==> config.mk <==
export PLATFORM = sky130hd
export DESIGN_NAME = nes_bus_top
export DESIGN_NICKNAME = d
export VERILOG_FILES = /design/src/source/nes_bus_pkg.sv /design/src/source/nes_timing_pkg.sv /design/src/source/bus_arbiter.sv /design/src/source/clock_enables.sv /design/src/source/dma_controller.sv /design/src/source/nes_bus_top.sv
export SDC_FILE = /design/constraint.sdc
export NUM_CORES = 1
export LEC_CHECK = 0
export ABC_AREA = 1
export ABC_CLOCK_PERIOD_IN_PS = 3600
export BUFFER_PORTS_ARGS = -buffer_cell sky130_fd_sc_hd__clkbuf_2
export CORE_MARGIN = 1
export CORE_UTILIZATION = 54
export CTS_BUF_LIST = sky130_fd_sc_hd__clkbuf_4
export DETAILED_ROUTE_END_ITERATION = 10
export GPL_ROUTABILITY_DRIVEN = 0
export GPL_TIMING_DRIVEN = 0
export HOLD_SLACK_MARGIN = 0.08
export PLACE_DENSITY = 0.83
export SYNTH_ARGS = -nofsm -noshare
export SYNTH_HDL_FRONTEND = slang
export SYNTH_HIERARCHICAL = 1
export SYNTH_SLANG_ARGS = --single-unit
==> constraint.sdc <==
create_clock -name clk -period 3.6 [get_ports clk]
set_clock_uncertainty 0.1 [all_clocks]
set_input_delay 0.72 -clock clk [delete_from_list [all_inputs] [get_ports clk]]
set_output_delay 0.72 -clock clk [all_outputs]
set_load 0.05 [all_outputs]
==> src/source/nes_bus_pkg.sv <==
// CPU bus widths, register addresses, APU decode range and sprite DMA states
package nes_bus_pkg;

	// Bus widths
	typedef logic [15:0] addr_t;	// CPU address
	typedef logic [7:0] data_t;	// One bus byte
	typedef logic [4:0] joy_data_t;	// Serial bits from one joypad port

	// Writing the page number here starts a 256 byte sprite copy
	localparam addr_t SPRITE_DMA_ADDR = 16'h4014;

	// PPU sprite data port, target of every DMA write
	localparam addr_t OAM_DATA_ADDR = 16'h2004;

	// Joypad registers
	localparam addr_t JOY1_ADDR = 16'h4016;	// Strobe on write, port 1 on read
	localparam addr_t JOY2_ADDR = 16'h4017;	// Port 2 on read

	// APU register window, end is exclusive
	// Everything inside reads back as open bus except the joypads
	localparam addr_t APU_BASE = 16'h4000;
	localparam addr_t APU_END = 16'h4018;

	// Sprite DMA engine
	typedef enum logic [1:0] {
		SPR_IDLE,	// No copy pending
		SPR_ALIGN,	// CPU halted, waiting for an odd read cycle
		SPR_RUN		// Reads on even cycles, writes $2004 on odd cycles
	} spr_state_t;

endpackage

==> src/source/nes_timing_pkg.sv <==
// Master-clock divider constants, system type encoding and divider counter types
package nes_timing_pkg;

	// Divider counter types
	typedef logic [4:0] cpu_div_t;	// Master clocks into the current CPU cycle
	typedef logic [2:0] ppu_div_t;	// Master clocks into the current PPU tick

	// Console system type, bit 0 selects PAL timing
	typedef logic [1:0] sys_type_t;

	// NTSC CPU cycle is 12 master clocks
	localparam cpu_div_t CPU_DIV = 5'd12;

	// One PPU dot every 4 master clocks on both systems
	localparam ppu_div_t PPU_DIV = 3'd4;

	// PAL stretches the last cycle of each group of five by one PPU tick
	// so that five CPU cycles span 64 master clocks
	localparam logic [2:0] PAL_CYCLE_GROUP = 3'd4;

endpackage

==> src/source/bus_arbiter.sv <==
// CPU/DMA bus mux, chip selects, joypad latch, open bus latch and read data mux
`timescale 1ns/10ps

module bus_arbiter (
	input logic clk,
	input logic reset,
	input logic cpu_ce,
	input logic cart_slot,
	input nes_bus_pkg::addr_t cpu_addr,
	input logic cpu_rnw,
	input nes_bus_pkg::data_t cpu_dout,
	input logic dma_active,
	input nes_bus_pkg::addr_t dma_addr,
	input logic dma_read,
	input nes_bus_pkg::data_t dma_data,
	input nes_bus_pkg::data_t mem_din,
	input nes_bus_pkg::joy_data_t joypad1_data,
	input nes_bus_pkg::joy_data_t joypad2_data,
	output nes_bus_pkg::data_t bus_data,
	output logic sprite_trigger,
	output nes_bus_pkg::addr_t mem_addr,
	output logic mem_read,
	output logic mem_write,
	output nes_bus_pkg::data_t mem_dout,
	output logic [2:0] joypad_out,
	output logic [1:0] joypad_clock
);
	import nes_bus_pkg::*;

	addr_t bus_addr;
	data_t bus_dout;
	logic bus_read;
	logic bus_write;
	logic apu_cs;
	logic joy1_cs;
	logic joy2_cs;
	data_t open_bus;	// Last byte seen on the data bus

	// DMA owns the bus whenever it asks for it
	assign bus_addr = dma_active ? dma_addr : cpu_addr;
	assign bus_dout = dma_active ? dma_data : cpu_dout;
	assign bus_read = dma_active ? dma_read : cpu_rnw;
	assign bus_write = !bus_read;

	// Address decode
	assign apu_cs = (bus_addr >= APU_BASE) && (bus_addr < APU_END);
	assign joy1_cs = (bus_addr == JOY1_ADDR);
	assign joy2_cs = (bus_addr == JOY2_ADDR);

	assign sprite_trigger = cpu_ce && bus_write && (bus_addr == SPRITE_DMA_ADDR);

	// PPU and cart share one port, strobed once per CPU cycle
	assign mem_addr = bus_addr;
	assign mem_dout = bus_dout;
	assign mem_read = cart_slot && bus_read && !apu_cs;
	assign mem_write = cart_slot && bus_write && !apu_cs;

	// Joypad strobe bits
	always_ff @(posedge clk) begin
		if (reset)
			joypad_out <= 3'd0;
		else if (cpu_ce && joy1_cs && bus_write)
			joypad_out <= bus_dout[2:0];
	end

	// Shift the pad once the read byte has been taken
	assign joypad_clock = {joy2_cs && bus_read && cpu_ce, joy1_cs && bus_read && cpu_ce};

	always_ff @(posedge clk)
		open_bus <= bus_data;	// Undriven reads keep the previous byte

	always_comb begin
		if (joy1_cs)
			bus_data = {open_bus[7:5], joypad1_data};
		else if (joy2_cs)
			bus_data = {open_bus[7:5], joypad2_data};
		else if (apu_cs)
			bus_data = open_bus;	// $4015 included
		else
			bus_data = mem_din;
	end

	// One single strobe per cart slot
	assert property (@(posedge clk) disable iff (reset)
		(mem_read || mem_write) |-> !(mem_read && mem_write) ##1 !(mem_read || mem_write))
		else $error("Memory strobes overlap or last longer than one clock");

endmodule

==> src/source/clock_enables.sv <==
// CPU and PPU tick generation with PAL stretch, cart slot and even/odd cycle flag
`timescale 1ns/10ps

module clock_enables (
	input logic clk,
	input logic reset,
	input nes_timing_pkg::sys_type_t sys_type,
	output logic cpu_ce,
	output logic ppu_ce,
	output logic cart_slot,
	output logic odd_cycle
);
	import nes_timing_pkg::*;

	cpu_div_t div_cpu;		// Counts 1..12 through the CPU cycle
	ppu_div_t div_ppu;		// Counts 1..4 through the PPU tick
	logic [1:0] ppu_tick;		// PPU ticks already seen in this CPU cycle
	logic [2:0] cpu_tick_count;	// Position in the PAL group of five
	sys_type_t last_sys_type;
	logic stretch_cycle;
	logic stall_cpu;

	// Ticks fall on the last master clock of each period
	assign cpu_ce = (div_cpu == CPU_DIV);
	assign ppu_ce = (div_ppu == PPU_DIV);

	// Fifth PAL cycle holds the CPU divider during its first PPU tick
	assign stretch_cycle = (cpu_tick_count == PAL_CYCLE_GROUP);
	assign stall_cpu = stretch_cycle && (ppu_tick == 2'd0);

	// First PPU tick where the CPU address is settled, one later when stretched
	assign cart_slot = ppu_ce && (ppu_tick == (stretch_cycle ? 2'd1 : 2'd0));

	always_ff @(posedge clk) begin
		if (reset) begin
			div_cpu <= cpu_div_t'(1);
			div_ppu <= ppu_div_t'(1);
			ppu_tick <= 2'd0;
			cpu_tick_count <= 3'd0;
			odd_cycle <= 1'b1;	// First cycle out of reset is odd
			last_sys_type <= sys_type;
		end else if (sys_type != last_sys_type) begin
			// Realign everything to a fresh CPU cycle on a timing switch
			div_cpu <= cpu_div_t'(1);
			div_ppu <= ppu_div_t'(1);
			ppu_tick <= 2'd0;
			cpu_tick_count <= 3'd0;
			last_sys_type <= sys_type;
		end else begin
			if (!stall_cpu)
				div_cpu <= cpu_ce ? cpu_div_t'(1) : div_cpu + 1'b1;
			div_ppu <= ppu_ce ? ppu_div_t'(1) : div_ppu + 1'b1;

			// Tick count restarts with every CPU cycle
			if (cpu_ce)
				ppu_tick <= 2'd0;
			else if (ppu_ce)
				ppu_tick <= ppu_tick + 2'd1;

			// Group counter only runs in PAL, stays at 0 for NTSC
			if (cpu_ce && sys_type[0])
				cpu_tick_count <= stretch_cycle ? 3'd0 : cpu_tick_count + 3'd1;

			if (cpu_ce)
				odd_cycle <= ~odd_cycle;
		end
	end

	// Divider restarts on reset so no CPU tick may follow a reset clock
	assert property (@(posedge clk) reset |=> !cpu_ce)
		else $error("CPU tick on the clock after reset");

endmodule

==> src/source/dma_controller.sv <==
// Sprite and DMC DMA state machines with the DMA bus request
`timescale 1ns/10ps

module dma_controller (
	input logic clk,
	input logic reset,
	input logic cpu_ce,
	input logic odd_cycle,
	input logic sprite_trigger,		// Write to $4014 at a CPU tick
	input logic cpu_rnw,
	input nes_bus_pkg::data_t page,		// Source page written by the CPU
	input nes_bus_pkg::data_t bus_data,	// Byte read on this cycle
	input logic dmc_req,
	input nes_bus_pkg::addr_t dmc_addr,
	output logic dma_active,
	output nes_bus_pkg::addr_t dma_addr,
	output logic dma_read,
	output nes_bus_pkg::data_t dma_data,
	output logic dmc_ack,
	output logic pause_cpu
);
	import nes_bus_pkg::*;

	spr_state_t spr_state;
	logic dmc_state;		// Request accepted, waiting for the next even cycle
	addr_t spr_addr;		// Sprite source address
	data_t last_byte;		// Byte from the last sprite read
	logic [8:0] spr_addr_next;	// Carry out marks the end of the page

	assign spr_addr_next = {1'b0, spr_addr[7:0]} + 9'd1;

	always_ff @(posedge clk) begin
		if (reset) begin
			spr_state <= SPR_IDLE;
			dmc_state <= 1'b0;
		end else if (cpu_ce) begin
			// DMC takes an even read cycle and steals the following even one
			if (!dmc_state && dmc_req && cpu_rnw && !odd_cycle)
				dmc_state <= 1'b1;
			if (dmc_state && !odd_cycle)
				dmc_state <= 1'b0;

			case (spr_state)
				SPR_IDLE: begin
					if (sprite_trigger)
						spr_state <= SPR_ALIGN;
				end
				SPR_ALIGN: begin
					if (cpu_rnw && odd_cycle)
						spr_state <= SPR_RUN;	// Next cycle is an even read
				end
				SPR_RUN: begin
					if (odd_cycle) begin
						if (spr_addr_next[8])
							spr_state <= SPR_IDLE;	// Byte $FF written
					end else if (dmc_state) begin
						spr_state <= SPR_ALIGN;	// DMC owns this even cycle
					end
				end
				default: spr_state <= SPR_IDLE;
			endcase
		end
	end

	// Source address and data byte
	always_ff @(posedge clk) begin
		if (cpu_ce) begin
			if (spr_state == SPR_IDLE && sprite_trigger)
				spr_addr <= {page, 8'h00};
			if (spr_state == SPR_RUN) begin
				if (odd_cycle)
					spr_addr[7:0] <= spr_addr_next[7:0];	// Advance after each write
				else
					last_byte <= bus_data;
			end
		end
	end

	assign dmc_ack = dmc_state && !odd_cycle;
	assign dma_active = dmc_ack || (spr_state == SPR_RUN);
	assign dma_read = !odd_cycle;	// Reads even, writes odd
	assign dma_data = last_byte;

	// DMC fetch wins the even cycle over the sprite read
	assign dma_addr = dmc_ack ? dmc_addr : (!odd_cycle ? spr_addr : OAM_DATA_ADDR);

	assign pause_cpu = (spr_state != SPR_IDLE) || dmc_req || dmc_state;

	// Acknowledge lasts one even CPU cycle
	assert property (@(posedge clk) disable iff (reset)
		(cpu_ce && dmc_ack) |-> !odd_cycle ##1 !dmc_ack)
		else $error("DMC acknowledge on odd cycle or longer than one tick");

	// Bus is only taken once the CPU was already halted the clock before
	assert property (@(posedge clk) disable iff (reset) dma_active |-> $past(pause_cpu))
		else $error("DMA drives the bus without a paused CPU");

endmodule

==> src/source/nes_bus_top.sv <==
// CPU-side bus top level with clock enables, DMA engine and bus arbiter
`timescale 1ns/10ps

module nes_bus_top (
	input logic clk,
	input logic reset,
	input nes_bus_pkg::addr_t cpu_addr,
	input logic cpu_rnw,
	input nes_bus_pkg::data_t cpu_dout,
	input logic dmc_req,
	input nes_bus_pkg::addr_t dmc_addr,
	input nes_timing_pkg::sys_type_t sys_type,
	input nes_bus_pkg::joy_data_t joypad1_data,
	input nes_bus_pkg::joy_data_t joypad2_data,
	input nes_bus_pkg::data_t mem_din,
	output logic cpu_ce,
	output logic ppu_ce,
	output logic odd_cycle,
	output logic pause_cpu,
	output logic dmc_ack,
	output nes_bus_pkg::data_t cpu_din,
	output nes_bus_pkg::addr_t mem_addr,
	output logic mem_read,
	output logic mem_write,
	output nes_bus_pkg::data_t mem_dout,
	output logic [2:0] joypad_out,
	output logic [1:0] joypad_clock
);
	import nes_bus_pkg::*;

	logic cart_slot;
	logic sprite_trigger;
	logic dma_active;
	addr_t dma_addr;
	logic dma_read;
	data_t dma_data;

	clock_enables u_clock_enables (
		.clk       (clk),
		.reset     (reset),
		.sys_type  (sys_type),
		.cpu_ce    (cpu_ce),
		.ppu_ce    (ppu_ce),
		.cart_slot (cart_slot),
		.odd_cycle (odd_cycle)
	);

	dma_controller u_dma_controller (
		.clk            (clk),
		.reset          (reset),
		.cpu_ce         (cpu_ce),
		.odd_cycle      (odd_cycle),
		.sprite_trigger (sprite_trigger),
		.cpu_rnw        (cpu_rnw),
		.page           (cpu_dout),	// Page byte of the $4014 write
		.bus_data       (cpu_din),	// Same byte the CPU would read
		.dmc_req        (dmc_req),
		.dmc_addr       (dmc_addr),
		.dma_active     (dma_active),
		.dma_addr       (dma_addr),
		.dma_read       (dma_read),
		.dma_data       (dma_data),
		.dmc_ack        (dmc_ack),
		.pause_cpu      (pause_cpu)
	);

	bus_arbiter u_bus_arbiter (
		.clk            (clk),
		.reset          (reset),
		.cpu_ce         (cpu_ce),
		.cart_slot      (cart_slot),
		.cpu_addr       (cpu_addr),
		.cpu_rnw        (cpu_rnw),
		.cpu_dout       (cpu_dout),
		.dma_active     (dma_active),
		.dma_addr       (dma_addr),
		.dma_read       (dma_read),
		.dma_data       (dma_data),
		.mem_din        (mem_din),
		.joypad1_data   (joypad1_data),
		.joypad2_data   (joypad2_data),
		.bus_data       (cpu_din),
		.sprite_trigger (sprite_trigger),
		.mem_addr       (mem_addr),
		.mem_read       (mem_read),
		.mem_write      (mem_write),
		.mem_dout       (mem_dout),
		.joypad_out     (joypad_out),
		.joypad_clock   (joypad_clock)
	);

endmodule

==> impl_metrics.yaml <==
final_layout:
  drive_above_1_share: 0.334
  final_common_cell: "nand2_1"
  areaGrowthSynthToFinish_pct: 29.9
  nets: 699
  nFillCells: 502
  register_area_mm2: 0.00135
  antenna_cells: 0
  multi_input_area_mm2: 0.00191
  stdcell_area_mm2: 0.00459
  fin_util: 0.724
  layout_common_cells: "nand2_1, clkbuf_2, inv_1"
  final_cells: 705
power:
  power.leakage_nw: 2.33
  ir_worst_vdd_v: 0.000169
  finalPower_mw: 1.17
  power_density_mw_per_mm2: 254
detailed_routing:
  drt_iter0_markers: 204
  routed_via_density: 5.29
  dr.pass1.iters: 6
  vias: 3726
  ant_nets: 0
  wl_um: 9690
  drc: 0
  wl_per_cell_um: 13.7
cts:
  ctsHoldBuffers: 0
  cts.sinks: 54
  ctsRootBufferMaster: "clkbuf_4"
  ctsLongestPathBuffers: 2
  cts_max_level: 2
  clk_latency_ns: 0.38
  cts_tree: "built"
  path_clk_slew_ns: 0.17
  cts_buffers: 5
sta:
  setup_tns_ns: 0
  fin_crit_ns: 3.52
  hold_slack_ns: 0.361
  hold_viol: 0
  post-route-period-util: 0.977
  setup_viol: 0
  tightest_slew_ns: 1.35
  final.setup.worst_slack_ns: 0.0825
  finalMaxSlewViolations: 0
  slew_headroom: 0.0908
  fmax_ghz: 0.284
synthesis:
  synth_edf_count: 26
  ys_warn_count: 6
  synthArstFlopShare: 0
  yosysUniqueCellTypes: 36
  synth.avg_cell_area_um2: 7.12
  synthCells: 497
  ys.flop_type: "dfxtp_1"
  syn_area_mm2: 0.00354
  yosysSeqAreaShare: 0.379
  synth.net_count: 569
  ys_ff_latch: 54
setup_path:
  crit_path_cell_trace: "inv_2 > nor2_4 > buf_4 > buf_4 > a22o_1 > inv_1 > nand2_1 > nand2_2 > nand2_1 > nor2_4 > nand2_2 > nor2_4 > nand3_4 > o21ai_1 > nand2_1 > buf_8"
  critPathLaunchType: "flip-flop"
  crit_family: "simple AND/OR/NAND/NOR gates"
  cp_data_arrival_time_ns: 2.70
  critPathSlowestCell: "dfxtp_4"
  worstPathRequired_ns: 2.78
  crit_fanout: 5
  cp-end-kind: "primary output"
  cp_num_buf_inv: 5
  slowest_delay_ns: 0.40
  critical_path_class: "flip-flop to primary output"
job:
  max-cap-violations: 0
grt:
  track_usage: 0.273
  grt_pass1_vias: 3443
  antenna_found_initial: 0
  grt-ovfl-total: 0
  grt_max_degree: 24
  grt_pass1_wl_um: 15400
floorplanning:
  fp.dieH_um: 82.9
  initial_core_util: 0.557
  coreArea_mm2: 0.00635
  die_x_um: 82.9
  pin_count: 108
  dieArea_mm2: 0.00688
  fp-row-count: 29
place:
  dpl.hpwl_um: 7230
  place_area_mm2: 0.00420
  dp.cells: 681
  io_buffers: 107
  pre_cts_slack_ns: -0.132
worst_hold_path:
  holdCritPathClass: "flip-flop to flip-flop"
status:
  status: "finished clean"
[final timing paths]
| path | startpoint | endpoint | slack [ns] | depth (start not counted) |
|---|---|---|---|---|
| setup reg to reg | u_dma_controller/dmc_state | u_dma_controller/spr_addr[10] | 0.13 | 14 |
| hold reg to reg | u_clock_enables/div_ppu[0] | u_clock_enables/div_ppu[0] | 0.36 | 1 |
| setup / recovery | u_dma_controller/dmc_state | cpu_din[3] | 0.08 | 16 |
| hold / removal | u_clock_enables/div_ppu[0] | u_clock_enables/div_ppu[0] | 0.36 | 1 |
[Yosys cell counts, types with 2 or more instances]
master      n  share of area
edfxtp_1   26           0.22
a21oi_2     3         0.0074
dfxtp_1    28           0.16
buf_6       5          0.016
o21ai_0    17          0.024
nor2_4      5          0.016
or2_2       3         0.0053
ha_1        8          0.028
xor2_1      3         0.0074
nand3_2     5          0.014
nor3_1      5         0.0071
buf_4       3         0.0064
nor2_1     36          0.038
inv_2       4         0.0042
o21ai_1     6         0.0085
nand2_4     2         0.0064
nand2_1   160           0.17
a22o_1      9          0.022
inv_1      84          0.089
nand4_1     8          0.014
or2_1       5         0.0088
a21oi_1    16          0.023
nor2_2      5         0.0088
nand3_1    25          0.035
nor3_2      5          0.014
nand2_2    11          0.019
[registers in the layout, summed over array words and instances (netlist names)]
signal / count
u_dma_controller/dma_data: 8
u_clock_enables/last_sys_type: 2
u_clock_enables/div_ppu: 3
u_clock_enables/div_cpu: 5
u_clock_enables/odd_cycle: 1
u_dma_controller/spr_addr: 16
u_dma_controller/spr_state: 2
u_dma_controller/dmc_state: 1
u_bus_arbiter/open_bus: 8
u_bus_arbiter/joypad_out: 3
u_clock_enables/cpu_tick_count: 3
u_clock_enables/ppu_tick: 2
[metal layers]
layer / wire (um) / vias up / track usage
met5: 0 / - / 0
met4: 216 / 0 / 0.0956
met3: 769 / 23 / 0.0427
met2: 4860 / 167 / 0.490
met1: 3840 / 1702 / 0.330
li1: - / 1834 / -
[repair_timing]
item / 4_1_cts / 5_1_grt
pin swaps: 2 / 14
gates resized for setup: 16 / 47
gates cloned: 0 / 2
setup buffers: 3 / 11
setup endpoints to repair: 21 / 20
[layout make-up]
| cell class | instances | area share |
|---|---|---|
| Buffer | 10 | 0.0212 |
| Clock buffer | 5 | 0.00817 |
| Clock inverter | 3 | 0.00354 |
| Inverter | 89 | 0.0738 |
| Multi-Input combinational cell | 344 | 0.416 |
| Sequential cell | 54 | 0.294 |
| Tap cell | 77 | 0.0210 |
| Timing Repair Buffer | 123 | 0.162 |
[kinds of logic after synthesis]
kind of cell,synth area share
and+or+nand+nor,0.368
DFF,0.379
AOI/OAI and AO/OA,0.0941
xor gates and xnor gates,0.00991
adders and majority gates,0.0283
buffers and inverters,0.121
[where the power goes]
part	switching (mW)	internal [mW]
registers	0.00577	0.650
clock network	0.194	0.0743
logic	0.163	0.0786
total	0.363	0.803
Note: power is estimated with default switching activity, not from simulation.
